$ cat src/fetch_params.svh
// fetch subsystem parameters: reset vector, sram geometry and datapath widths
`ifndef FETCH_PARAMS_SVH
`define FETCH_PARAMS_SVH

// first instruction address after reset
`define FS_PC_RESETVAL  32'h8000_0000

// sram geometry, counted in 64-bit words
`define FS_MEM_DEPTH    1024
`define FS_MEM_AW       10      // word index bits, byte addr [12:3]

// datapath widths
`define FS_INST_WD      32
`define FS_PC_WD        32
`define FS_SRAM_DATA_WD 64      // two instructions per sram word

`endif

$ cat src/fetch_pkg.sv
// fetch package: bus structs shared by fetch stage, data port, arbiter and sram
`default_nettype none

`include "fetch_params.svh"

package fetch_pkg;

  // branch bus coming back from decode
  typedef struct packed {
    logic                 stall;    // keep fetch idle
    logic                 sel;      // one-cycle redirect pulse
    logic [`FS_PC_WD-1:0] target;
  } br_bus_t;

  // fetch to decode payload
  typedef struct packed {
    logic [`FS_INST_WD-1:0] inst;
    logic [`FS_PC_WD-1:0]   pc;
  } fs_to_ds_bus_t;

  // one access on the shared sram port
  typedef struct packed {
    logic                            we;
    logic [`FS_PC_WD-1:0]            addr;   // byte address
    logic [`FS_SRAM_DATA_WD-1:0]     wdata;
    logic [`FS_SRAM_DATA_WD/8-1:0]   wstrb;  // one bit per byte lane
  } mem_req_t;

  // word load or store from the data side
  typedef struct packed {
    logic                   we;
    logic [`FS_PC_WD-1:0]   addr;
    logic [`FS_INST_WD-1:0] wdata;   // data word is instruction sized
  } lsu_req_t;

endpackage

`default_nettype wire

$ cat src/fetch_mem_arbiter.sv
// round-robin arbiter putting fetch and data requests onto the one sram port
`timescale 1ns/10ps
`default_nettype none

module fetch_mem_arbiter (
  input  logic                i_clk,
  input  logic                i_reset,
  input  logic                i_fetch_req,
  input  fetch_pkg::mem_req_t i_fetch_mem,
  input  logic                i_lsu_req,
  input  fetch_pkg::mem_req_t i_lsu_mem,
  output logic                o_fetch_gnt,
  output logic                o_lsu_gnt,
  output logic                o_sram_en,
  output fetch_pkg::mem_req_t o_sram_req
);

  logic lsu_won_q;   // data port took the last conflict
  logic conflict;

  assign conflict = i_fetch_req && i_lsu_req;

  // loser of the previous conflict wins this one
  assign o_fetch_gnt = i_fetch_req && (!i_lsu_req || lsu_won_q);
  assign o_lsu_gnt   = i_lsu_req && (!i_fetch_req || !lsu_won_q);

  always_ff @(posedge i_clk) begin
    if (i_reset) begin
      lsu_won_q <= 1'b1;   // fetch gets the first conflict
    end else if (conflict) begin
      lsu_won_q <= o_lsu_gnt;
    end
  end

  assign o_sram_en  = i_fetch_req || i_lsu_req;
  assign o_sram_req = o_lsu_gnt ? i_lsu_mem : i_fetch_mem;

endmodule

`default_nettype wire

$ cat config.mk
export PLATFORM = sky130hd
export DESIGN_NAME = fetch_mem_arbiter
export DESIGN_NICKNAME = d
export VERILOG_FILES = /design/src/fetch_pkg.sv /design/src/fetch_mem_arbiter.sv
export VERILOG_INCLUDE_DIRS = /design/src
export SDC_FILE = /design/constraint.sdc
export NUM_CORES = 1
export LEC_CHECK = 0
export BUFFER_PORTS_ARGS = -buffer_cell sky130_fd_sc_hd__buf_2
export CAP_MARGIN = 20
export CORE_AREA = 2 2 123 125
export CTS_CLUSTER_SIZE = 20
export DETAILED_ROUTE_END_ITERATION = 8
export DIE_AREA = 0 0 125 127
export PLACE_DENSITY = 0.43
export SYNTH_ARGS = -nofsm -noshare
export SYNTH_HDL_FRONTEND = slang
export SYNTH_SLANG_ARGS = --single-unit
$ cat constraint.sdc
create_clock -name i_clk -period 4.4 [get_ports i_clk]
set_clock_uncertainty 0.1 [all_clocks]
set_input_delay 0.66 -clock i_clk [delete_from_list [all_inputs] [get_ports i_clk]]
set_output_delay 0.66 -clock i_clk [all_outputs]
set_load 0.1 [all_outputs]
==> impl_metrics.py <==
metrics = {
    "logic_synthesis": {
        "synth_area_mm2": 0.00134,
        "synth_area_leader_cell": "mux2_2",
        "syn_inst": 124,
        "synth-adder-area-share": 0,
        "synthesis.nets": 338,
        "synth_top_area_frac": 0.556,
        "yosysWarnings": 0,
        "yosys.area_share.simple": 0.00936,
        "syn-mean-instance-area_um2": 10.8,
        "synth-seq-cells": 1,
        "synth_cell_type_count": 12,
        "muxShareOfSynthArea": 0.885,
        "synth_top_family_by_area": "multiplexers",
        "synth-xor-area-share": 0,
        "seq_area_frac_synth": 0.0150,
        "ys_top_cells_by_area": "mux2_2, mux2_1, buf_6, buf_2, dfxtp_1",
        "synth_compound_area_frac": 0.0234,
    },
    "critical_path": {
        "crit_arrival_ns": 2.19,
        "reg2reg_depth": 2,
        "rr_endpoint": "lsu_won_q",
        "rr_startpoint": "lsu_won_q",
        "crit_type": "input pin to output pin",
        "worstSetupEndpointType": "output pin",
        "reg2reg_slack_ns": 3.56,
        "worstSetupStartpointType": "input pin",
        "crit_fanout": 106,
        "worstPathRequired_ns": 3.64,
    },
    "final_layout": {
        "drive_above_1_share": 0.897,
        "reg_top3": "lsu_won_q: 1 flops",
        "seq_area_um2": 20.0,
        "final_cell_mix": "buf_2, mux2_2, mux2_1",
        "layout_commonest_cell": "buf_2",
        "largest_register_ffs": 1,
        "multi_input_area_mm2": 0.00123,
        "antenna_cells": 0,
        "stdcell_count": 619,
        "syn2layout_area_growth_pct": 133,
        "num-fill-cells": 1609,
        "fin_nets": 651,
        "largest-register": "lsu_won_q",
    },
    "timing": {
        "timing.fmax_ghz": 0.339,
        "finalCritPeriodShare": 0.671,
        "relSlewSlack": 0.627,
        "worst_pin_slew_ns": 0.559,
        "fin_tns_setup_ns": 0,
        "rsz0062_at_grt": "no",
        "setup_viol": 0,
        "slew_viol_final": 0,
        "final-hold-violation-count": 0,
        "period_minus_slack_ns": 2.95,
    },
    "floorplanning": {
        "die_area_mm2": 0.0159,
        "start_util": 0.0926,
        "placementRows": 44,
        "ios": 322,
        "core_mm2": 0.0144,
        "die_w_um": 125,
        "die_h_um": 127,
    },
    "global_route": {
        "grt_pass1_vias": 2224,
        "grt_max_degree": 107,
        "grt_first_pass_wirelength_um": 10300,
        "antenna_found_initial": 0,
        "overflow": 0,
        "track_usage": 0.0779,
    },
    "clocking": {
        "path_clk_slew_ns": 0,
        "cts_setup_buffers": 0,
        "cts.hold.buffers_added": 0,
        "cts-resized-gates": 0,
        "clock_latency_ns": 0,
    },
    "route": {
        "vias_per_cell": 3.72,
        "via_count": 2300,
        "postRouteAntennaNets": 0,
        "wire_per_inst_um": 11.9,
        "first_pass_iters": 3,
        "drcViolationCount": 0,
        "drtIter0Drc": 29,
        "wirelength_um": 7380,
    },
    "pwr": {
        "leakage_nw": 1.72,
        "peakVddDrop_v": 0.000130,
        "power.density_mw_per_mm2": 302,
    },
    "status": {
        "status": "completed",
    },
    "placed_design": {
        "hpwlAfterDp_um": 6640,
        "gp_congestion": 0.799,
        "portBuffers": 321,
        "place_inst": 619,
    },
    "hold_path": {
        "hp-start": "lsu_won_q",
        "worstHoldPathCells": 2,
        "min_to": "lsu_won_q",
        "hp-class": "flip-flop to flip-flop",
    },
    "run": {
        "cap_viol_max_count": 0,
    },
}
-- critical path: stages --
cell      delay [ns]
buf_2           0.12
a21boi_4        0.20
buf_12          0.43
mux2_1          0.39
buf_2           0.30
-- through the flow --
stage                util  hold slack (ns)  setup WS (ns)  total power, mW  area, um^2
floorplan               -            0.434          0.791            0.770        1340
detailed placement  0.216            0.498           1.45            0.945        3110
finish              0.216            0.484           1.45            0.940        3110
global placement    0.216            0.499           1.49            0.942        3110
global route        0.216            0.539           1.35            0.969        3110
CTS                 0.216            0.492           1.45            0.946        3110
-- power by group --
| part | leakage (nW) | internal (mW) | switching [mW] |
|---|---|---|---|
| clock network | 0 | 0 | 0 |
| registers | 0.00828 | 0.00989 | 0.000807 |
| logic | 1.71 | 0.194 | 0.735 |
| total | 1.72 | 0.204 | 0.736 |
-- final cells by class --
| class | count | area share |
|---|---|---|
| Tap cell | 184 | 0.0739 |
| Timing Repair Buffer | 322 | 0.522 |
| Sequential cell | 1 | 0.00643 |
| Multi-Input combinational cell | 111 | 0.396 |
| Inverter | 1 | 0.00121 |
-- kinds of logic (layout without fill, tap and decap cells) --
kind of cell / after synthesis / count (layout)
buffers and inverters: 12 / 323
muxes: 105 / 105
and+or+nand+nor: 2 / 2
AOI/OAI and AO/OA: 4 / 4
DFF: 1 / 1
-- synth_stat cells --
library cell / n
and3_1: 1
mux2_1: 39
inv_1: 1
buf_2: 6
a21boi_0: 1
a21oi_1: 1
buf_6: 5
or2_2: 1
dfxtp_1: 1
o21bai_1: 1
a21boi_2: 1
mux2_2: 66
-- layer usage --
layer | vias to the layer above | track usage | routed length [um]
met1 | 1016 | 0.0751 | 2350
li1 | 1094 | - | -
met5 | - | 0 | 0
met2 | 188 | 0.170 | 4080
met4 | 0 | 0.00327 | 9
met3 | 2 | 0.0197 | 942
-- worst max-delay path by stage --
stage,end,start,depth (start not counted)
2_1_floorplan,o_fetch_gnt,i_fetch_req,1
3_3_place_gp,o_sram_req[14],i_lsu_req,5
3_5_place_dp,o_sram_req[13],i_lsu_req,5
4_1_cts,o_sram_req[13],i_lsu_req,5
5_1_grt,o_sram_req[52],i_lsu_req,5
6_report,o_sram_req[96],i_lsu_req,5
(Power assumes the default switching activity.)
