[src/fetch_params.svh]
// fetch subsystem parameters: reset vector, sram geometry and datapath widths
`ifndef FETCH_PARAMS_SVH
`define FETCH_PARAMS_SVH

// first instruction address after reset
`define FS_PC_RESETVAL  32'h8000_0000

// sram geometry, counted in 64-bit words
`define FS_MEM_DEPTH    1024
`define FS_MEM_AW       10      // word index bits, byte addr [12:3]

// datapath widths
`define FS_INST_WD      32
`define FS_PC_WD        32
`define FS_SRAM_DATA_WD 64      // two instructions per sram word

`endif

[src/fetch_pkg.sv]
// fetch package: bus structs shared by fetch stage, data port, arbiter and sram
`default_nettype none

`include "fetch_params.svh"

package fetch_pkg;

  // branch bus coming back from decode
  typedef struct packed {
    logic                 stall;    // keep fetch idle
    logic                 sel;      // one-cycle redirect pulse
    logic [`FS_PC_WD-1:0] target;
  } br_bus_t;

  // fetch to decode payload
  typedef struct packed {
    logic [`FS_INST_WD-1:0] inst;
    logic [`FS_PC_WD-1:0]   pc;
  } fs_to_ds_bus_t;

  // one access on the shared sram port
  typedef struct packed {
    logic                            we;
    logic [`FS_PC_WD-1:0]            addr;   // byte address
    logic [`FS_SRAM_DATA_WD-1:0]     wdata;
    logic [`FS_SRAM_DATA_WD/8-1:0]   wstrb;  // one bit per byte lane
  } mem_req_t;

  // word load or store from the data side
  typedef struct packed {
    logic                   we;
    logic [`FS_PC_WD-1:0]   addr;
    logic [`FS_INST_WD-1:0] wdata;   // data word is instruction sized
  } lsu_req_t;

endpackage

`default_nettype wire

[src/fetch_pc.sv]
// program counter: pc register, next fetch address select and pending redirect latch
`timescale 1ns/10ps
`default_nettype none

`include "fetch_params.svh"

module fetch_pc (
  input  logic                 i_clk,
  input  logic                 i_reset,
  input  logic                 i_load,        // fetch issued this cycle
  input  logic                 i_br_sel,      // redirect pulse from decode
  input  logic [`FS_PC_WD-1:0] i_br_target,
  output logic [`FS_PC_WD-1:0] o_pc,          // pc of the instruction in the stage
  output logic [`FS_PC_WD-1:0] o_fetch_addr   // address of the next fetch
);

  logic [`FS_PC_WD-1:0] pc_q;
  logic                 br_pend_q;
  logic [`FS_PC_WD-1:0] br_target_q;

  // a live redirect is newer than a latched one
  always_comb begin
    if (i_br_sel) begin
      o_fetch_addr = i_br_target;
    end else if (br_pend_q) begin
      o_fetch_addr = br_target_q;
    end else begin
      o_fetch_addr = pc_q + 32'd4;   // sequential
    end
  end

  always_ff @(posedge i_clk) begin
    if (i_reset) begin
      pc_q <= `FS_PC_RESETVAL - 32'd4;   // so first fetch hits the reset vector
    end else if (i_load) begin
      pc_q <= o_fetch_addr;
    end
  end

  // redirect seen while no fetch issues waits here for the next one
  always_ff @(posedge i_clk) begin
    if (i_reset) begin
      br_pend_q <= 1'b0;
    end else if (i_load) begin
      br_pend_q <= 1'b0;
    end else if (i_br_sel) begin
      br_pend_q <= 1'b1;
    end
  end

  always_ff @(posedge i_clk) begin
    if (!i_load && i_br_sel) begin
      br_target_q <= i_br_target;
    end
  end

  assign o_pc = pc_q;

endmodule

`default_nettype wire

[src/fetch_if_stage.sv]
// instruction fetch stage: valid and allow-in control, half-word select and instruction hold
`timescale 1ns/10ps
`default_nettype none

`include "fetch_params.svh"

module fetch_if_stage (
  input  logic                        i_clk,
  input  logic                        i_reset,
  input  logic                        i_ds_allowin,
  input  fetch_pkg::br_bus_t          i_br_bus,
  input  logic                        i_fetch_gnt,
  input  logic [`FS_SRAM_DATA_WD-1:0] i_sram_rdata,
  output logic                        o_fetch_req,
  output fetch_pkg::mem_req_t         o_fetch_mem,
  output logic                        o_fs_to_ds_valid,
  output fetch_pkg::fs_to_ds_bus_t    o_fs_to_ds_bus
);

  logic                   fs_valid_q;
  logic                   fs_fresh_q;    // first valid cycle, sram data still live
  logic                   fs_allowin;
  logic                   fetch_go;
  logic [`FS_PC_WD-1:0]   fs_pc;
  logic [`FS_PC_WD-1:0]   fetch_addr;
  logic [`FS_INST_WD-1:0] inst_sel;
  logic [`FS_INST_WD-1:0] inst_hold_q;

  // empty stage, or current instruction leaves this cycle
  assign fs_allowin  = !fs_valid_q || i_ds_allowin;
  assign o_fetch_req = fs_allowin && !i_br_bus.stall;
  assign fetch_go    = o_fetch_req && i_fetch_gnt;

  fetch_pc u_pc (
    .i_clk        (i_clk),
    .i_reset      (i_reset),
    .i_load       (fetch_go),
    .i_br_sel     (i_br_bus.sel),
    .i_br_target  (i_br_bus.target),
    .o_pc         (fs_pc),
    .o_fetch_addr (fetch_addr)
  );

  // instruction fetch is always a plain read
  always_comb begin
    o_fetch_mem.we    = 1'b0;
    o_fetch_mem.addr  = fetch_addr;
    o_fetch_mem.wdata = '0;
    o_fetch_mem.wstrb = '0;
  end

  always_ff @(posedge i_clk) begin
    if (i_reset) begin
      fs_valid_q <= 1'b0;
      fs_fresh_q <= 1'b0;
    end else begin
      fs_fresh_q <= fetch_go;
      if (fs_allowin) begin
        fs_valid_q <= fetch_go;   // denied or stalled leaves a bubble
      end
    end
  end

  // pc[2] picks which half of the 64-bit word holds the instruction
  assign inst_sel = fs_pc[2] ? i_sram_rdata[`FS_SRAM_DATA_WD-1:`FS_INST_WD]
                             : i_sram_rdata[`FS_INST_WD-1:0];

  // sram output may be overwritten by a data access, keep a copy
  always_ff @(posedge i_clk) begin
    if (fs_fresh_q) begin
      inst_hold_q <= inst_sel;
    end
  end

  assign o_fs_to_ds_valid    = fs_valid_q;
  assign o_fs_to_ds_bus.inst = fs_fresh_q ? inst_sel : inst_hold_q;
  assign o_fs_to_ds_bus.pc   = fs_pc;

endmodule

`default_nettype wire

[config.mk]
export PLATFORM = sky130hd
export DESIGN_NAME = fetch_if_stage
export DESIGN_NICKNAME = d
export VERILOG_FILES = /design/src/fetch_pkg.sv /design/src/fetch_pc.sv /design/src/fetch_if_stage.sv
export VERILOG_INCLUDE_DIRS = /design/src
export SDC_FILE = /design/constraint.sdc
export NUM_CORES = 1
export LEC_CHECK = 0
export BUFFER_PORTS_ARGS = -buffer_cell sky130_fd_sc_hd__buf_2
export CAP_MARGIN = 20
export CORE_AREA = 2 2 118 120
export CTS_CLUSTER_DIAMETER = 50
export DETAILED_ROUTE_END_ITERATION = 10
export DIE_AREA = 0 0 120 122
export PLACE_DENSITY = 0.86
export SYNTH_ARGS = -nofsm -noshare
export SYNTH_HDL_FRONTEND = slang
export SYNTH_HIERARCHICAL = 1
export SYNTH_SLANG_ARGS = --single-unit
export TNS_END_PERCENT = 1
[constraint.sdc]
create_clock -name i_clk -period 3.3 [get_ports i_clk]
set_clock_uncertainty 0.05 [all_clocks]
set_input_delay 0.495 -clock i_clk [delete_from_list [all_inputs] [get_ports i_clk]]
set_output_delay 0.495 -clock i_clk [all_outputs]
set_load 0.02 [all_outputs]
==> flow_metrics.env <==
export IMPL_path_clk_slew_ns=0.07
export IMPL_final_layout_size_suffix_gt1_share_pct=28.82
export IMPL_row_count=43
export IMPL_fp_dieW_microns=120
export IMPL_fill_cells=1254
export IMPL_cts_sinks=99
export IMPL_num_vias=5492
export IMPL_clk_path_buf_depth=2
export IMPL_cp_startpoint="u_pc/o_pc[5]"
export IMPL_cp_end_kind="output port"
export IMPL_drt_iter0_markers=395
export IMPL_io_pins=273
export IMPL_fp_dieArea_sq_mm=0.01464
export IMPL_final_seq_area_sq_mm=0.002305
export IMPL_synth_area_per_cell_sq_um=8.862
export IMPL_clock_power_share_pct=28.9
export IMPL_hold_viol=0
export IMPL_p_leak_uw=0.003282
export IMPL_clockRootBuffer="clkbuf_16"
export IMPL_ys_flop_type="dfxtp_1"
export IMPL_synth_area_sq_mm=0.005867
export IMPL_drc=0
export IMPL_p_switching_uw=1411
export IMPL_finalSetupViolations=0
export IMPL_pwr_share_seq_pct=38.2
export IMPL_clkLatencyLatePin_ns=0.35
export IMPL_cp_top_family="simple AND/OR/NAND/NOR gates"
export IMPL_max_slew_margin_pct=38.99
export IMPL_p_per_area_mw_per_mm2=555.8
export IMPL_grt_util_met2_pct=39.49
export IMPL_endpoint="o_fetch_mem[99]"
export IMPL_synth_cell_type_count=64
export IMPL_critPathBufInv=1
export IMPL_tritoncts="built"
export IMPL_max_cap_viol_count=0
export IMPL_crit_chain="nand4_2, nor4_1, nand4_1, mux2i_1, a221o_1, buf_2"
export IMPL_vdd_drop_max_uv=301.3
export IMPL_area_growth_pct=19.62
export IMPL_crit_path_start_kind="register"
export IMPL_cts_setup_buffers=0
export IMPL_wl_per_cell_microns=16.59
export IMPL_min_period_ns=3.064
export IMPL_cp_slowest_cell="nor4_1"
export IMPL_power_internal_uw=2490
export IMPL_antenna_found_initial=0
export IMPL_grt_pass1_vias=4827
export IMPL_initial_core_util_pct=43.44
export IMPL_seq_area_frac_synth_pct=39.24
export IMPL_path_depth=6
export IMPL_fin_setup_tns_ns=0
export IMPL_worst_ep_required_time_ns=2.75
export IMPL_finalNetCount=948
export IMPL_htreeDepth=3
export IMPL_fmax_mhz=326.4
export IMPL_grtUsageMet3_pct=5.056
export IMPL_whs_ns=0.2824
export IMPL_synthArstFlopShare_pct=0
export IMPL_post_route_period_util_pct=92.85
export IMPL_slowest_delay_ns=0.57
export IMPL_p_comb_share_pct=32.9
export IMPL_postRouteAntennaNets=0
export IMPL_ys_ff_latch=99
export IMPL_critPathMaxFanout=9
export IMPL_synth_edf_count=32
export IMPL_dp_hpwl_microns=12750
export IMPL_vias_per_cell=5.332
export IMPL_reg2reg_from="u_pc/o_pc[3]"
export IMPL_overflow=0
export IMPL_yosysWarnings=6
export IMPL_die_h_microns=122
export IMPL_rr_endpoint="u_pc/o_pc[18]"
export IMPL_arrival_ns=2.52
export IMPL_core_area_sq_mm=0.01350
export IMPL_r2r_slack_ns=1.05
export IMPL_netSwitchingFraction_pct=36.18
export IMPL_grtUsageMet1_pct=26.00
export IMPL_top_usage_layer="met2"
export IMPL_synth_largest_area_cell="dfxtp_1"
export IMPL_portBuffers=199
export IMPL_drtPass1Iterations=5
export IMPL_rsz0062_at_grt="no"
export IMPL_routed_wl_microns=17090
export IMPL_cts_buffers=9
export IMPL_ys_top_cells_by_area="dfxtp_1 (23%), edfxtp_1 (16%), buf_4 (9.3%)"
export IMPL_worst_slew_pin_slew_ns=0.9152
export IMPL_gp_congestion=0.8876
export IMPL_grt_pass1_wl_microns=25170
export IMPL_finalMaxSlewViolations=0
export IMPL_syn_instance_count=662
export IMPL_r2r_cells=6
export IMPL_synth_top_cell_area_share_pct=22.86
export IMPL_grt_usage_pct=22.19
export IMPL_grt_max_degree=59
export IMPL_outcome="finished, final reports clean"
export IMPL_critPathKind="reg -> out"
export IMPL_hold_path_class="in -> reg"
export IMPL_num_antenna_cells=0
export IMPL_multi_input_area_sq_mm=0.003025
## power by group through the flow
stage | combinational (uW) | sequential, uW | clock [uW]
final | 1280 | 1490 | 1130
after global routing | 1390 | 1510 | 1190
after CTS | 1280 | 1490 | 1150
after detailed placement | 1270 | 1520 | 0
after global placement | 1260 | 1510 | 0
after floorplan | 930 | 1530 | 0
## worst min-delay path by stage
stage,start,to,cells after the start
floorplan,u_pc/br_target_q[11],u_pc/o_pc[11],2
global placement,inst_hold_q[9],inst_hold_q[9],2
detailed placement,inst_hold_q[13],inst_hold_q[13],2
CTS,i_br_bus[18],u_pc/br_target_q[18],1
global route,i_br_bus[2],u_pc/br_target_q[2],1
finish,i_br_bus[0],u_pc/br_target_q[0],1
## flip-flops by register name, indices dropped and copies added (netlist names)
name,cells
o_fs_to_ds_valid,1
fs_fresh_q,1
u_pc/br_target_q,32
u_pc/br_pend_q,1
u_pc/o_pc,32
inst_hold_q,32
## routing by layer
metal | vias to the layer above | wire [microns]
li1 | 2623 | -
met1 | 2513 | 6515
met2 | 327 | 8446
met3 | 29 | 1837
met4 | 0 | 293
met5 | - | 0
## per-stage QoR
step,power (uW),std cells,cell area (sq um),worst slack (ns),util (%)
5_1_grt,4091,1030,7018,0.1086,51.97
3_3_place_gp,2770,1014,6706,0.5909,49.66
6_report,3901,1030,7018,0.2359,51.97
4_1_cts,3914,1030,7015,0.07170,51.95
2_1_floorplan,2455,734,6137,0.2862,-
3_5_place_dp,2788,1014,6706,0.4661,49.66
## layout by cell type, fill, tap and decap left out, drive strengths merged, types with 23 or more instances in the layout
cell | Yosys | layout
a21oi | 55 | 55
buf | 97 | 217
conb | 1 | 73
dfxtp | 67 | 67
edfxtp | 32 | 32
mux2i | 49 | 49
nand2 | 40 | 40
nand3 | 23 | 23
nor2 | 67 | 67
nor3 | 25 | 25
o21ai | 34 | 34
## final cells by class
class                           instances  share of cell area, %
Multi-Input combinational cell        512                  43.11
Sequential cell                        99                  32.84
Timing Repair Buffer                  217                  16.12
Clock buffer                           10                  3.263
Tap cell                              180                  3.209
Clock inverter                          6                  1.141
Inverter                                6                 0.3209
## synthesized netlist by cell type, drive strengths merged, types with 2 or more instances
| cell type | count |
|---|---|
| xor2 | 10 |
| edfxtp | 32 |
| nor4 | 8 |
| or3 | 4 |
| a221o | 5 |
| a22oi | 9 |
| a311oi | 2 |
| and4 | 3 |
| nand3 | 23 |
| a21oi | 55 |
| o211ai | 3 |
| nand2b | 7 |
| a32o | 2 |
| nor3 | 25 |
| clkbuf | 20 |
| xnor2 | 8 |
| nor2b | 5 |
| a41oi | 4 |
| o31ai | 4 |
| mux2i | 49 |
| nor2 | 67 |
| a32oi | 2 |
| o21ai | 34 |
| a31oi | 6 |
| a211oi | 5 |
| o41ai | 2 |
| o22ai | 7 |
| nand4 | 13 |
| and3 | 9 |
| inv | 6 |
| nand2 | 40 |
| nand3b | 5 |
| buf | 97 |
| or2 | 2 |
| o21a | 2 |
| dfxtp | 67 |
| or4 | 2 |
| a21o | 3 |
## kinds of logic (layout without fill, tap and decap cells)
logic type / after synthesis / count (layout) / share of synthesized area, %
AND/OR/NAND/NOR: 215 / 215 / 18.79
buffers and inverters: 123 / 239 / 13.93
flip-flops: 99 / 99 / 39.24
adder cells (fa/ha/maj): 1 / 1 / 0.2132
AO/OA/AOI/OAI: 155 / 155 / 16.53
multiplexers: 50 / 50 / 8.552
XOR/XNOR: 18 / 18 / 2.687
other: 1 / 73 / 0.06392
## repair_timing
item / in CTS / in global routing
resized for setup: 0 / 1
setup endpoints to repair: 0 / 2
hold buffers: 0 / 0
hold endpoints to repair: 0 / 0
No activity file was read; power rests on OpenSTA's default activity.
