## src/fetch_params.svh

```systemverilog
// fetch subsystem parameters: reset vector, sram geometry and datapath widths
`ifndef FETCH_PARAMS_SVH
`define FETCH_PARAMS_SVH

// first instruction address after reset
`define FS_PC_RESETVAL  32'h8000_0000

// sram geometry, counted in 64-bit words
`define FS_MEM_DEPTH    1024
`define FS_MEM_AW       10      // word index bits, byte addr [12:3]

// datapath widths
`define FS_INST_WD      32
`define FS_PC_WD        32
`define FS_SRAM_DATA_WD 64      // two instructions per sram word

`endif

```

## src/fetch_pkg.sv

```systemverilog
// fetch package: bus structs shared by fetch stage, data port, arbiter and sram
`default_nettype none

`include "fetch_params.svh"

package fetch_pkg;

  // branch bus coming back from decode
  typedef struct packed {
    logic                 stall;    // keep fetch idle
    logic                 sel;      // one-cycle redirect pulse
    logic [`FS_PC_WD-1:0] target;
  } br_bus_t;

  // fetch to decode payload
  typedef struct packed {
    logic [`FS_INST_WD-1:0] inst;
    logic [`FS_PC_WD-1:0]   pc;
  } fs_to_ds_bus_t;

  // one access on the shared sram port
  typedef struct packed {
    logic                            we;
    logic [`FS_PC_WD-1:0]            addr;   // byte address
    logic [`FS_SRAM_DATA_WD-1:0]     wdata;
    logic [`FS_SRAM_DATA_WD/8-1:0]   wstrb;  // one bit per byte lane
  } mem_req_t;

  // word load or store from the data side
  typedef struct packed {
    logic                   we;
    logic [`FS_PC_WD-1:0]   addr;
    logic [`FS_INST_WD-1:0] wdata;   // data word is instruction sized
  } lsu_req_t;

endpackage

`default_nettype wire

```

## src/fetch_lsu_port.sv

```systemverilog
// data port: holds one word load or store until the arbiter grants it, then returns the response
`timescale 1ns/10ps
`default_nettype none

`include "fetch_params.svh"

module fetch_lsu_port (
  input  logic                        i_clk,
  input  logic                        i_reset,
  input  logic                        i_req_valid,   // request strobe
  input  fetch_pkg::lsu_req_t         i_req,
  input  logic                        i_gnt,
  input  logic [`FS_SRAM_DATA_WD-1:0] i_sram_rdata,
  output logic                        o_busy,
  output logic                        o_mem_req_valid,
  output fetch_pkg::mem_req_t         o_mem_req,
  output logic                        o_resp_valid,
  output logic [`FS_INST_WD-1:0]      o_resp_rdata
);

  import fetch_pkg::*;

  logic     busy_q;
  logic     resp_q;
  logic     accept;
  logic     hi_half;
  lsu_req_t req_q;

  assign accept = i_req_valid && !busy_q;   // strobes while busy are dropped

  always_ff @(posedge i_clk) begin
    if (i_reset) begin
      busy_q <= 1'b0;
      resp_q <= 1'b0;
    end else begin
      resp_q <= busy_q && i_gnt;
      if (busy_q && i_gnt) begin
        busy_q <= 1'b0;
      end else if (accept) begin
        busy_q <= 1'b1;
      end
    end
  end

  // still valid during the response cycle
  always_ff @(posedge i_clk) begin
    if (accept) begin
      req_q <= i_req;
    end
  end

  assign hi_half = req_q.addr[2];

  // store word goes into the lane picked by addr[2]
  always_comb begin
    o_mem_req.we   = req_q.we;
    o_mem_req.addr = req_q.addr;
    if (hi_half) begin
      o_mem_req.wdata = {req_q.wdata, {`FS_INST_WD{1'b0}}};
    end else begin
      o_mem_req.wdata = {{`FS_INST_WD{1'b0}}, req_q.wdata};
    end
    if (!req_q.we) begin
      o_mem_req.wstrb = 8'h00;
    end else begin
      o_mem_req.wstrb = hi_half ? 8'hf0 : 8'h0f;
    end
  end

  always_comb begin
    if (req_q.we) begin
      o_resp_rdata = '0;   // stores answer with zero
    end else if (hi_half) begin
      o_resp_rdata = i_sram_rdata[`FS_SRAM_DATA_WD-1:`FS_INST_WD];
    end else begin
      o_resp_rdata = i_sram_rdata[`FS_INST_WD-1:0];
    end
  end

  assign o_busy          = busy_q;
  assign o_mem_req_valid = busy_q;
  assign o_resp_valid    = resp_q;

endmodule

`default_nettype wire

```

## config.mk

```make
export PLATFORM = sky130hd
export DESIGN_NAME = fetch_lsu_port
export DESIGN_NICKNAME = d
export VERILOG_FILES = /design/src/fetch_pkg.sv /design/src/fetch_lsu_port.sv
export VERILOG_INCLUDE_DIRS = /design/src
export SDC_FILE = /design/constraint.sdc
export NUM_CORES = 1
export LEC_CHECK = 0
export BUFFER_PORTS_ARGS = -buffer_cell sky130_fd_sc_hd__buf_2
export CAP_MARGIN = 20
export CORE_AREA = 2 2 106 108
export CTS_CLUSTER_SIZE = 25
export DETAILED_ROUTE_END_ITERATION = 10
export DIE_AREA = 0 0 108 110
export GPL_ROUTABILITY_DRIVEN = 0
export MAX_ROUTING_LAYER = met4
export PLACE_DENSITY = 0.66
export SLEW_MARGIN = 20
export SYNTH_ARGS = -nofsm -noshare
export SYNTH_HDL_FRONTEND = slang
export SYNTH_SLANG_ARGS = --single-unit
```

## constraint.sdc

```tcl
create_clock -name i_clk -period 8.7 [get_ports i_clk]
set_input_delay 2.61 -clock i_clk [delete_from_list [all_inputs] [get_ports i_clk]]
set_output_delay 2.61 -clock i_clk [all_outputs]
set_load 0.01 [all_outputs]
```

==> results of run 1 <==
## kinds of logic after synthesis
logic type,count (synthesis)
simple gates,103
flops,67
buf+inv,55
mux,32
## cell usage after synthesis
| cell | instances | area, µm² |
|---|---|---|
| and2b_1 | 2 | 15.0 |
| dfxtp_1 | 2 | 40.0 |
| nor2b_1 | 32 | 200 |
| edfxtp_1 | 65 | 1950 |
| buf_4 | 41 | 308 |
| buf_12 | 3 | 60.1 |
| nand2_1 | 1 | 3.75 |
| buf_6 | 1 | 11.3 |
| mux2i_1 | 32 | 320 |
| nor2_1 | 34 | 128 |
| nor3b_1 | 1 | 7.51 |
| and2_1 | 33 | 206 |
| clkbuf_1 | 10 | 37.5 |
## through the flow
| step | setup WS [ns] | std cells |
|---|---|---|
| after floorplan | 2.74 | 257 |
| after global placement | 2.98 | 616 |
| after detailed placement | 2.96 | 617 |
| after CTS | 2.96 | 633 |
| after global routing | 2.90 | 633 |
| final | 2.97 | 633 |
## final cells by class
| class | count | area share, % |
|---|---|---|
| multi-input cells | 135 | 19.1 |
| clock inverters | 7 | 1.96 |
| flip-flops and latches | 67 | 42.7 |
| well taps | 140 | 3.76 |
| repair buffers | 275 | 29.8 |
| clock buffers | 9 | 2.66 |
## power groups by stage
| stage | Clock (W) | Combinational [W] | Sequential (W) |
|---|---|---|---|
| 6_report | 0.000280 | 0.000138 | 0.000387 |
| 3_3_place_gp | 0 | 0.000135 | 0.000395 |
| 3_5_place_dp | 0 | 0.000139 | 0.000395 |
| 4_1_cts | 0.000289 | 0.000140 | 0.000387 |
| 2_1_floorplan | 0 | 0.0000828 | 0.000391 |
| 5_1_grt | 0.000304 | 0.000150 | 0.000390 |
## state kept, by name (all words and copies together), names as in the netlist
name,flops
req_q,32
o_busy,1
o_mem_req,33
o_resp_valid,1
## layer usage
metal	wire (µm)	GRT usage, %	vias to the layer above
met5	0	-	-
met4	131	6.59	0
met3	1140	4.82	9
met2	4530	24.6	173
met1	3300	14.8	1198
li1	-	-	1282
## path summary, 6_finish.rpt
path | from | slack, ns | cells past startpoint | to
max | i_sram_rdata[57] | 2.97 | 4 | o_resp_rdata[25]
min | o_busy | 0.56 | 2 | o_resp_valid
max reg2reg | o_busy | 7.16 | 2 | req_q[12]
min reg2reg | o_busy | 0.56 | 2 | o_resp_valid
## worst max-delay path: stages
cell     delay (ns)
buf_2          0.10
mux2i_1        0.14
nor2_1         0.07
buf_2          0.20
## cells in the final DEF, fill, tap and decap left out
cell	Yosys	routed
clkinv_1	0	1
edfxtp_1	65	65
clkinv_4	0	1
nor2b_4	0	1
inv_6	0	1
nor2b_1	32	31
mux2i_1	32	32
dfxtp_1	2	2
and2b_1	2	2
nor3b_1	1	1
nor2_1	34	34
nand2_1	1	1
clkbuf_8	0	9
buf_8	0	1
bufinv_16	0	2
and2_1	33	33
buf_2	0	272
buf_4	41	2
clkinv_2	0	2
==> results.rst, run 1 <==
.. list-table::
   :header-rows: 1

   * - Metric
     - Value
   * - Fraction of power spent switching nets
     - 25.0%
   * - Number of distinct standard cells referenced by the synthesized netlist
     - 13
   * - Final design instance area without fill
     - 4660 µm²
   * - TritonCTS clock tree
     - built
   * - Cts hold-fix bufs
     - 0
   * - Number of iterations in the first detailed-routing pass
     - 4
   * - Count of filler cells inserted in the layout
     - 1,041
   * - WP data required
     - 6.09 ns
   * - Total cell area at the placement stage
     - 4450 µm²
   * - Via count of the first global-routing pass
     - 2,476
   * - Critical path data arrival time
     - 3.12 ns
   * - # H-tree levels
     - 3
   * - Number of cells produced by synthesis
     - 257
   * - Count of buffers added by post-CTS timing repair for setup
     - 0
   * - Layout Utilization
     - 43.6%
   * - Wire length of the first global-routing pass
     - 12,200 µm
   * - Max-slew headroom
     - 27.0%
   * - Switching power of the nets
     - 0.000201 W
   * - Clock-pin slew on the worst setup and hold paths
     - 0.07 ns
   * - Root buffer cell
     - clkbuf_8
   * - Drt via density
     - 4.21
   * - HPWL after detailed placement
     - 7080 µm
   * - Worst Hold Class
     - reg2reg
   * - Mux contribution to synthesized area
     - 9.74%
   * - Number of clock buffers inserted by TritonCTS
     - 9
   * - Total power
     - 0.000805 W
   * - Seq pwr share
     - 48.1%
   * - Basic-gate share of the synthesized area counting and, or, nand and nor cells
     - 17.0%
   * - Placeable core region
     - 10,700 µm²
   * - Number of top-level design ports
     - 273
   * - Transition time at the pin with the least slew margin
     - 1.09 ns
   * - Remaining number of nets flagged by the antenna check after routing
     - 0
   * - Post-route clock skew
     - 0.00780 ns
   * - Post-synthesis register bit count
     - 67
   * - Routed vias
     - 2,662
   * - Setup repair after global routing missed its margin
     - no
   * - Final Critical Period
     - 5.73 ns
   * - Xor-xnor portion of the synthesized cell area
     - 0%
   * - Average wire length per cell after detail routing
     - 14.4 µm
   * - Proportion of layout cells with a drive suffix above 1
     - 59.0%
   * - Max Cap Violations
     - 0
   * - Fraction of power consumed by combinational cells
     - 17.1%
   * - Area growth from synthesis to layout
     - 41.7%
   * - Core Rows
     - 38
   * - Count of routing violations after the opening detailed-route iteration
     - 131
   * - Total standard cell area after synthesis
     - 3290 µm²
   * - Worst Path Class, Setup
     - in2out
   * - Total global routing overflow
     - 0
   * - Power density over cell area
     - 173 nW/µm²
   * - Die Ht
     - 110 µm
   * - Leakage power figure
     - 2.36 nW
   * - Initial Util
     - 30.7%
   * - Result of the run
     - finished clean
   * - Type of element capturing the critical path
     - primary output
   * - Maximum number of pins on one net before global-route repair
     - 66
   * - Mean instance size in the synthesized netlist
     - 12.8 µm²
   * - Worst Setup Start Kind
     - primary input
   * - Clock latency reported for the late side of the worst-skew pair
     - 0.34 ns
   * - DRC violation count after routing
     - 0
   * - Worst voltage drop across the vdd grid
     - 113 µV
   * - Number of max-slew violations in the final report
     - 0
   * - Max frequency
     - 175 MHz
   * - Maximum count of clock buffers along a single path
     - 2
   * - Final antenna diode count
     - 0
   * - Int Pwr
     - 0.000604 W
   * - GRT Resource Usage Total
     - 14.3%
   * - Final Cycle Share
     - 65.8%
   * - Final hold violation count
     - 0
   * - Final Routed Wirelength
     - 9100 µm
   * - Net count of the mapped netlist
     - 390
   * - Initial antenna violation count
     - 0
   * - Post-Route Hold Slack
     - 0.564 ns
   * - Area of the die
     - 11,900 µm²
   * - Die width
     - 108 µm
   * - Synth Warn #
     - 0
   * - Largest family of logic cells by synthesized area
     - simple AND/OR/NAND/NOR gates
   * - Final setup viols
     - 0
   * - Compound-cell area share of the yosys netlist
     - 0%
   * - Area taken by flip-flops and latches
     - 1990 µm²
   * - Sequential element share of the synthesized area
     - 60.6%
   * - Number of sinks on the clock net
     - 67
   * - Aggregate negative setup slack
     - 0 ns
   * - Nets@finish
     - 621
   * - Critical Path Fanout Max
     - 1
   * - Area of the multi-input gates
     - 888 µm²
   * - Post-synthesis share of cell area spent on full adders, half adders and majority gates
     - 0%
   * - Buffers on Ports
     - 272
   * - Number of cells upsized or downsized after cts
     - 0
   * - Clock Power Share
     - 34.8%
Note: power is estimated with default switching activity, not from simulation.
==> inputs of run 2 (changes only) <==
--- a/config.mk
+++ b/config.mk
@@ -6,15 +6,16 @@
 export SDC_FILE = /design/constraint.sdc
 export NUM_CORES = 1
 export LEC_CHECK = 0
+export ABC_AREA = 1
 export BUFFER_PORTS_ARGS = -buffer_cell sky130_fd_sc_hd__buf_2
 export CAP_MARGIN = 20
-export CORE_AREA = 2 2 106 108
+export CORE_AREA = 2 2 105 107
 export CTS_CLUSTER_SIZE = 25
 export DETAILED_ROUTE_END_ITERATION = 10
-export DIE_AREA = 0 0 108 110
+export DIE_AREA = 0 0 107 109
 export GPL_ROUTABILITY_DRIVEN = 0
 export MAX_ROUTING_LAYER = met4
-export PLACE_DENSITY = 0.66
+export PLACE_DENSITY = 0.72
 export SLEW_MARGIN = 20
 export SYNTH_ARGS = -nofsm -noshare
 export SYNTH_HDL_FRONTEND = slang
==> constraint.sdc (replaced) <==
create_clock -name i_clk -period 5.2 [get_ports i_clk]
set_input_delay 1.56 -clock i_clk [delete_from_list [all_inputs] [get_ports i_clk]]
set_output_delay 1.56 -clock i_clk [all_outputs]
set_load 0.01 [all_outputs]
==> run 2 against run 1 <==
  * Global-route usage rose by 0.86 points
  * Synthesized cell count rose by 65%
  * Worst hold slack better by 0.032 ns
  * Routed wire length decreased by 0.81%
  * Non-clock buffer count rose by 1
  * Core utilization grew 2.8 points
  * Largest cell class unchanged
  * Design area grew 5.5%
  * Via count up 19%
  * Count of clock-buffer cells in the layout is 1 higher
  * Highest routed layer unchanged
  * Synthesized area up 6.7%
==> results.rst, run 2 <==
.. list-table::
   :header-rows: 1

   * - Metric
     - Value
   * - WP data required
     - 3.64 ns (-2.45 ns)
   * - Number of enable flip-flop cells after synthesis
     - 65 (unchanged)
   * - TritonCTS clock tree
     - built
   * - Final antenna diode count
     - 0 (unchanged)
   * - Result of the run
     - finished clean
   * - Critical Path Fanout Max
     - 1 (unchanged)
   * - Nets@finish
     - 787 (+27%)
   * - Number of cells in the design after placement
     - 782 (+27%)
   * - Cts hold-fix bufs
     - 0 (unchanged)
   * - Number of sinks on the clock net
     - 67 (unchanged)
   * - Max frequency
     - 274 MHz
   * - Count of buffers added by post-CTS timing repair for setup
     - 0 (unchanged)
   * - Worst Setup Start Kind
     - primary input
   * - Transition time at the pin with the least slew margin
     - 0.931 ns (-0.164 ns)
   * - Area contributors post-synth
     - edfxtp_1 56%, nor2_1 11%, inv_1 11%
   * - Post-synth top cells
     - 101 x nor2_1, 100 x inv_1, 99 x nand2_1
   * - Largest incremental delay on the critical path
     - 0.17 ns (-0.03 ns)
   * - Maximum count of clock buffers along a single path
     - 2 (unchanged)
   * - Buffers on Ports
     - 272 (unchanged)
   * - HPWL after detailed placement
     - 6990 µm (-1.3%)
   * - Die Ht
     - 109 µm (-0.91%)
   * - Most common cell after layout, fill and taps aside
     - buf_2
   * - Synth Warn #
     - 0 (unchanged)
   * - DRC violation count after routing
     - 0 (unchanged)
   * - Number of distinct standard cells referenced by the synthesized netlist
     - 7 (-6)
   * - Final Cycle Share
     - 70.2%
   * - Routed vias
     - 3,168 (+19%)
   * - Drt via density
     - 3.96 (-5.7%)
   * - Kind of cell adding the most delay to the critical path
     - simple AND/OR/NAND/NOR gates
   * - Max Cap Violations
     - 0 (unchanged)
   * - Wire length of the first global-routing pass
     - 13,000 µm (+6.3%)
   * - Critical path data arrival time
     - 2.09 ns (-1.03 ns)
   * - Non-filler instance count after layout
     - 799 (+26%)
   * - Type of element capturing the critical path
     - primary output
   * - Proportion of layout cells with a drive suffix above 1
     - 44.5% (-15 points)
   * - Most instantiated library cell after synthesis
     - nor2_1
   * - Number of top-level design ports
     - 273 (unchanged)
   * - Root buffer cell
     - clkbuf_8
   * - Maximum number of pins on one net before global-route repair
     - 116 (+76%)
   * - Area of the die
     - 11,700 µm² (-1.8%)
   * - Buf/Inv on CP
     - 3 (+1)
   * - Setup repair after global routing missed its margin
     - no
   * - GRT Resource Usage Total
     - 15.1% (+0.86 points)
   * - Number of cells produced by synthesis
     - 424 (+65%)
   * - Number of iterations in the first detailed-routing pass
     - 6 (+2)
   * - Placeable core region
     - 10,600 µm² (-0.89%)
   * - Total power
     - 0.00133 W (+65%)
   * - Sequential element share of the synthesized area
     - 56.7% (-3.8 points)
   * - Clock-pin slew on the worst setup and hold paths
     - 0.07 ns (about the same)
   * - Post-route clock skew
     - 0.00582 ns (-0.00198 ns)
   * - Post-synthesis register bit count
     - 67 (unchanged)
   * - Final Routed Wirelength
     - 9020 µm (-0.81%)
   * - Number of clock buffers inserted by TritonCTS
     - 9 (unchanged)
   * - Max-slew headroom
     - 37.9% (+11 points)
   * - Worst voltage drop across the vdd grid
     - 193 µV (+71%)
   * - Total standard cell area after synthesis
     - 3510 µm² (+6.7%)
   * - Slack of the worst reg-to-reg path
     - 3.64 ns (-3.52 ns)
   * - Total global routing overflow
     - 0 (unchanged)
   * - Final hold violation count
     - 0 (unchanged)
   * - # H-tree levels
     - 3 (unchanged)
   * - Via count of the first global-routing pass
     - 2,830 (+14%)
   * - Ys async rst share
     - 0% (unchanged)
   * - Final Critical Period
     - 3.65 ns
   * - Average wire length per cell after detail routing
     - 11.3 µm (-21%)
   * - Worst-path cell with the longest stage delay
     - nor2_1
   * - Commonest cells after routing, fill and taps aside
     - 272 x buf_2, 100 x inv_1, 100 x nor2_1
   * - Number of cells upsized or downsized after cts
     - 0 (unchanged)
   * - Count of routing violations after the opening detailed-route iteration
     - 182 (+39%)
   * - Cell Chain, Critical Path
     - buf_2 -> inv_1 -> nand2_1 -> nand2_1 -> nor2_1 -> buf_2
   * - Number of max-slew violations in the final report
     - 0 (unchanged)
   * - Final setup viols
     - 0 (unchanged)
   * - Initial Util
     - 33.1% (+2.4 points)
   * - Worst Path Class, Setup
     - in2out
   * - Initial antenna violation count
     - 0 (unchanged)
   * - Net count of the mapped netlist
     - 557 (+43%)
   * - Aggregate negative setup slack
     - 0 ns (unchanged)
   * - Remaining number of nets flagged by the antenna check after routing
     - 0 (unchanged)
   * - Count of filler cells inserted in the layout
     - 1,064 (+2.2%)
   * - Flip-flop cell with the highest count after synthesis
     - edfxtp_1
   * - Cell type contributing the most total cell area after synthesis
     - edfxtp_1
   * - Worst Hold Class
     - reg2reg
   * - Portion of synthesized cell area occupied by the leading cell type
     - 55.6% (-3.7 points)
   * - Clock latency reported for the late side of the worst-skew pair
     - 0.34 ns (about the same)
   * - Leakage power figure
     - 3.00 nW (+27%)
   * - Die width
     - 107 µm (-0.93%)
   * - Core Rows
     - 38 (unchanged)
   * - Mean instance size in the synthesized netlist
     - 8.28 µm² (-35%)
   * - Area growth from synthesis to layout
     - 40.1%
   * - Number of flip-flops in the largest register
     - 33 (unchanged)
   * - Power density over cell area
     - 270 nW/µm² (+57%)
-- run 2: routing by layer --
metal  routed length [µm]  vias to the layer above  track usage (%)
met5                    0                        -                -
met2                 4530                      173             26.6
met1                 3460                     1337             16.0
li1                     -                     1645                -
met4                  138                        0             5.94
met3                  891                       13             4.48
-- run 2: final cells by class --
type	instances	area [µm²]	share of cell area [%]
flip-flops and latches	67	1990	40.5
clock inverters	6	65.1	1.32
inverters	100	375	7.63
multi-input cells	200	758	15.4
clock buffers	10	138	2.80
well taps	140	175	3.56
repair buffers	276	1420	28.8
-- run 2: worst reg2reg max path, stage by stage (launching register included) --
cell	delay, ns
dfxtp_1	0.39
nor2_4	0.37
buf_12	0.26
buf_4	0.24
-- run 2: path summary, 6_finish.rpt --
check | startpoint | to | cells after the start
worst max-delay path | i_sram_rdata[55] | o_resp_rdata[23] | 6
worst min-delay path | o_busy | o_resp_valid | 2
worst max register to register | o_busy | o_mem_req[79] | 3
worst min register to register | o_busy | o_resp_valid | 2
-- run 2: logic make-up (layout without fill, tap and decap cells) --
| kind of cell | Yosys count | after routing | synth area share (%) |
|---|---|---|---|
| buffers and inverters | 157 | 392 | 21.9 |
| flip-flops | 67 | 67 | 56.7 |
| AND/OR/NAND/NOR | 200 | 200 | 21.4 |
-- run 2: stage by stage --
stage               area (µm²)  utilization (%)  hold WS (ns)  worst slack (ns)
floorplan                 3510                -         0.512             0.384
global placement          4700             44.3         0.602              1.55
detailed placement        4700             44.3         0.603              1.54
CTS                       4900             46.2         0.616              1.54
global route              4920             46.4         0.648              1.45
finish                    4920             46.4         0.596              1.55
-- run 2: power by group --
group	switching [W]	leakage [nW]	internal, W
Sequential	0.0000147	0.638	0.000631
Clock	0.000205	0.102	0.000234
Combinational	0.000137	2.26	0.000108
==> inputs of run 3 (changes only) <==
--- a/config.mk
+++ b/config.mk
@@ -9,13 +9,13 @@
 export ABC_AREA = 1
 export BUFFER_PORTS_ARGS = -buffer_cell sky130_fd_sc_hd__buf_2
 export CAP_MARGIN = 20
-export CORE_AREA = 2 2 105 107
+export CORE_AREA = 2 2 106 108
 export CTS_CLUSTER_SIZE = 25
 export DETAILED_ROUTE_END_ITERATION = 10
-export DIE_AREA = 0 0 107 109
+export DIE_AREA = 0 0 108 110
 export GPL_ROUTABILITY_DRIVEN = 0
 export MAX_ROUTING_LAYER = met4
-export PLACE_DENSITY = 0.72
+export PLACE_DENSITY = 0.68
 export SLEW_MARGIN = 20
 export SYNTH_ARGS = -nofsm -noshare
 export SYNTH_HDL_FRONTEND = slang
==> constraint.sdc (replaced) <==
create_clock -name i_clk -period 3.7 [get_ports i_clk]
set_input_delay 1.11 -clock i_clk [delete_from_list [all_inputs] [get_ports i_clk]]
set_output_delay 1.11 -clock i_clk [all_outputs]
set_load 0.01 [all_outputs]
==> run 3 against run 2 <==
  * Core utilization is 0.32 points lower
  * Critical endpoint is now o_resp_rdata[20]
  * Count of clock-buffer cells in the layout down 1
  * Highest routed layer unchanged
  * Final cell count is 0.13% higher
  * Flip-flop and latch count unchanged
  * Sequential share of layout area decreased by 0.082 points
  * Clock skew is 0.0072 ns higher
  * Combinational power is 41% higher
==> results.rst, run 3 (same netlist as run 2, synthesis figures left out) <==
.. list-table::
   :header-rows: 1

   * - Metric
     - Value
   * - Core Rows
     - 38 (unchanged)
   * - HPWL after detailed placement
     - 7160 µm (+2.4%)
   * - Area of the die
     - 11,900 µm² (+1.9%)
   * - Worst voltage drop across the vdd grid
     - 333 µV (+73%)
   * - Count of routing violations after the opening detailed-route iteration
     - 183 (+0.55%)
   * - Max-slew headroom
     - 66.4% (+29 points)
   * - Length in cells of the worst reg-to-reg path
     - 2 (-1)
   * - DRC violation count after routing
     - 0 (unchanged)
   * - Cts hold-fix bufs
     - 0 (unchanged)
   * - Wire length of the first global-routing pass
     - 12,300 µm (-5.2%)
   * - Initial antenna violation count
     - 1 (+1)
   * - Worst Setup Start Kind
     - register
   * - R2r startpoint
     - o_busy
   * - Placeable core region
     - 10,700 µm² (+0.90%)
   * - Count of buffers added by post-CTS timing repair for setup
     - 0 (unchanged)
   * - Worst min-delay path endpoint
     - o_resp_valid
   * - Drt via density
     - 4.03 (+1.7%)
   * - Die Ht
     - 110 µm (+0.92%)
   * - Startpoint of the worst hold path
     - o_busy
   * - Post-route clock skew
     - 0.0130 ns (+0.00718 ns)
   * - Number of max-slew violations in the final report
     - 0 (unchanged)
   * - Commonest cells after routing, fill and taps aside
     - 272 x buf_2, 100 x inv_1, 100 x nor2_1
   * - Capture instance of the worst register-to-register path
     - req_q[25]
   * - Final Routed Wirelength
     - 9030 µm (about the same)
   * - Critical Path Fanout Max
     - 130 (+129)
   * - Nets@finish
     - 787 (unchanged)
   * - Final Critical Period
     - 2.73 ns
   * - Total global routing overflow
     - 0 (unchanged)
   * - Max Cap Violations
     - 0 (unchanged)
   * - Buffers on Ports
     - 272 (unchanged)
   * - GRT Resource Usage Total
     - 13.9% (-1.2 points)
   * - Number of clock buffers inserted by TritonCTS
     - 9 (unchanged)
   * - Clock latency reported for the late side of the worst-skew pair
     - 0.34 ns (about the same)
   * - Routed vias
     - 3,226 (+1.8%)
   * - Most common cell after layout, fill and taps aside
     - buf_2
   * - Number of sinks on the clock net
     - 67 (unchanged)
   * - Area growth from synthesis to layout
     - 40.4%
   * - Number of flip-flops in the largest register
     - 33 (unchanged)
   * - Number of cells upsized or downsized after cts
     - 0 (unchanged)
   * - Depth of the worst hold-timing path
     - 2 (unchanged)
   * - Post-Route Hold Slack
     - 0.582 ns (-0.0142 ns)
   * - Aggregate negative setup slack
     - 0 ns (unchanged)
   * - WP data required
     - 2.59 ns (-1.05 ns)
   * - Slack of the worst reg-to-reg path
     - 2.36 ns (-1.28 ns)
   * - Worst Hold Class
     - reg2reg
   * - Power density over cell area
     - 391 nW/µm² (+45%)
   * - Proportion of layout cells with a drive suffix above 1
     - 44.5% (unchanged)
   * - Remaining number of nets flagged by the antenna check after routing
     - 0 (unchanged)
   * - Worst Path Class, Setup
     - reg2out
   * - Clock-pin slew on the worst setup and hold paths
     - 0.08 ns (about the same)
   * - Final hold violation count
     - 0 (unchanged)
   * - Number of top-level design ports
     - 273 (unchanged)
   * - Number of iterations in the first detailed-routing pass
     - 4 (-2)
   * - Result of the run
     - finished clean
   * - Die width
     - 108 µm (+0.93%)
   * - Final Cycle Share
     - 73.9%
   * - Via count of the first global-routing pass
     - 2,873 (+1.5%)
   * - Maximum count of clock buffers along a single path
     - 2 (unchanged)
   * - Critical path data arrival time
     - 1.62 ns (-0.47 ns)
   * - Average wire length per cell after detail routing
     - 11.3 µm (about the same)
   * - Leakage power figure
     - 3.00 nW (+0.12%)
   * - TritonCTS clock tree
     - built
   * - Root buffer cell
     - clkbuf_8
   * - Count of filler cells inserted in the layout
     - 1,081 (+1.6%)
   * - Final setup viols
     - 0 (unchanged)
   * - Maximum number of pins on one net before global-route repair
     - 131 (+13%)
   * - Transition time at the pin with the least slew margin
     - 0.504 ns (-0.427 ns)
   * - Type of element capturing the critical path
     - primary output
   * - Max frequency
     - 366 MHz
   * - Setup repair after global routing missed its margin
     - no
   * - Initial Util
     - 32.8% (-0.29 points)
   * - # H-tree levels
     - 3 (unchanged)
[run 3: cell count changes in the layout (fill, tap and decap cells not counted), sizes merged]
cell	before	now
inv	100	102
clkinv	4	2
clkbuf	10	9
diode	0	1
bufinv	1	2
[run 3: power by group]
part / internal (W) / total (W) / switching, W
clock network: 0.000384 / 0.000676 / 0.000292
logic: 0.000149 / 0.000345 / 0.000196
registers: 0.000888 / 0.000906 / 0.0000185
[run 3: worst max-delay path: stages (launching register included)]
cell	delay (ns)
edfxtp_1	0.40
buf_12	0.41
nor2_1	0.12
nor2_1	0.15
buf_2	0.15
[run 3: final cells by class]
cell class / count / area, µm² / area share [%]
inverter: 100 / 375 / 7.61
tap: 140 / 175 / 3.55
clock buffer: 9 / 124 / 2.51
sequential: 67 / 1990 / 40.4
multi-input combinational: 200 / 758 / 15.4
clock inverter: 7 / 98.8 / 2.01
timing repair buffer: 276 / 1400 / 28.5
antenna: 1 / 2.50 / 0.0508
[run 3: how the worst max path moves through the flow]
stage | start | end | cells past startpoint | slack, ns
2_1_floorplan | i_req_valid | o_mem_req[100] | 2 | 0.46
3_3_place_gp | i_sram_rdata[45] | o_resp_rdata[13] | 6 | 1.00
3_5_place_dp | i_sram_rdata[58] | o_resp_rdata[26] | 6 | 0.98
4_1_cts | o_mem_req[74] | o_resp_rdata[26] | 4 | 0.94
5_1_grt | o_mem_req[74] | o_resp_rdata[27] | 4 | 0.86
6_report | o_mem_req[74] | o_resp_rdata[20] | 4 | 0.97
[run 3: metrics by stage]
stage	worst slack (ns)	power, W	utilization, %	instance area [µm²]	cells
6_report	0.966	0.00193	46.1	4930	800
5_1_grt	0.862	0.00202	46.1	4930	800
4_1_cts	0.942	0.00195	46.1	4930	799
3_5_place_dp	0.983	0.00127	44.0	4700	783
3_3_place_gp	1.00	0.00127	44.0	4700	783
2_1_floorplan	0.459	0.00112	-	3510	424
[run 3: metal layers]
layer / track usage (%) / routed length, µm
met5: - / 0
met3: 5.29 / 1030
met2: 24.7 / 4480
met4: 5.77 / 144
met1: 13.8 / 3370
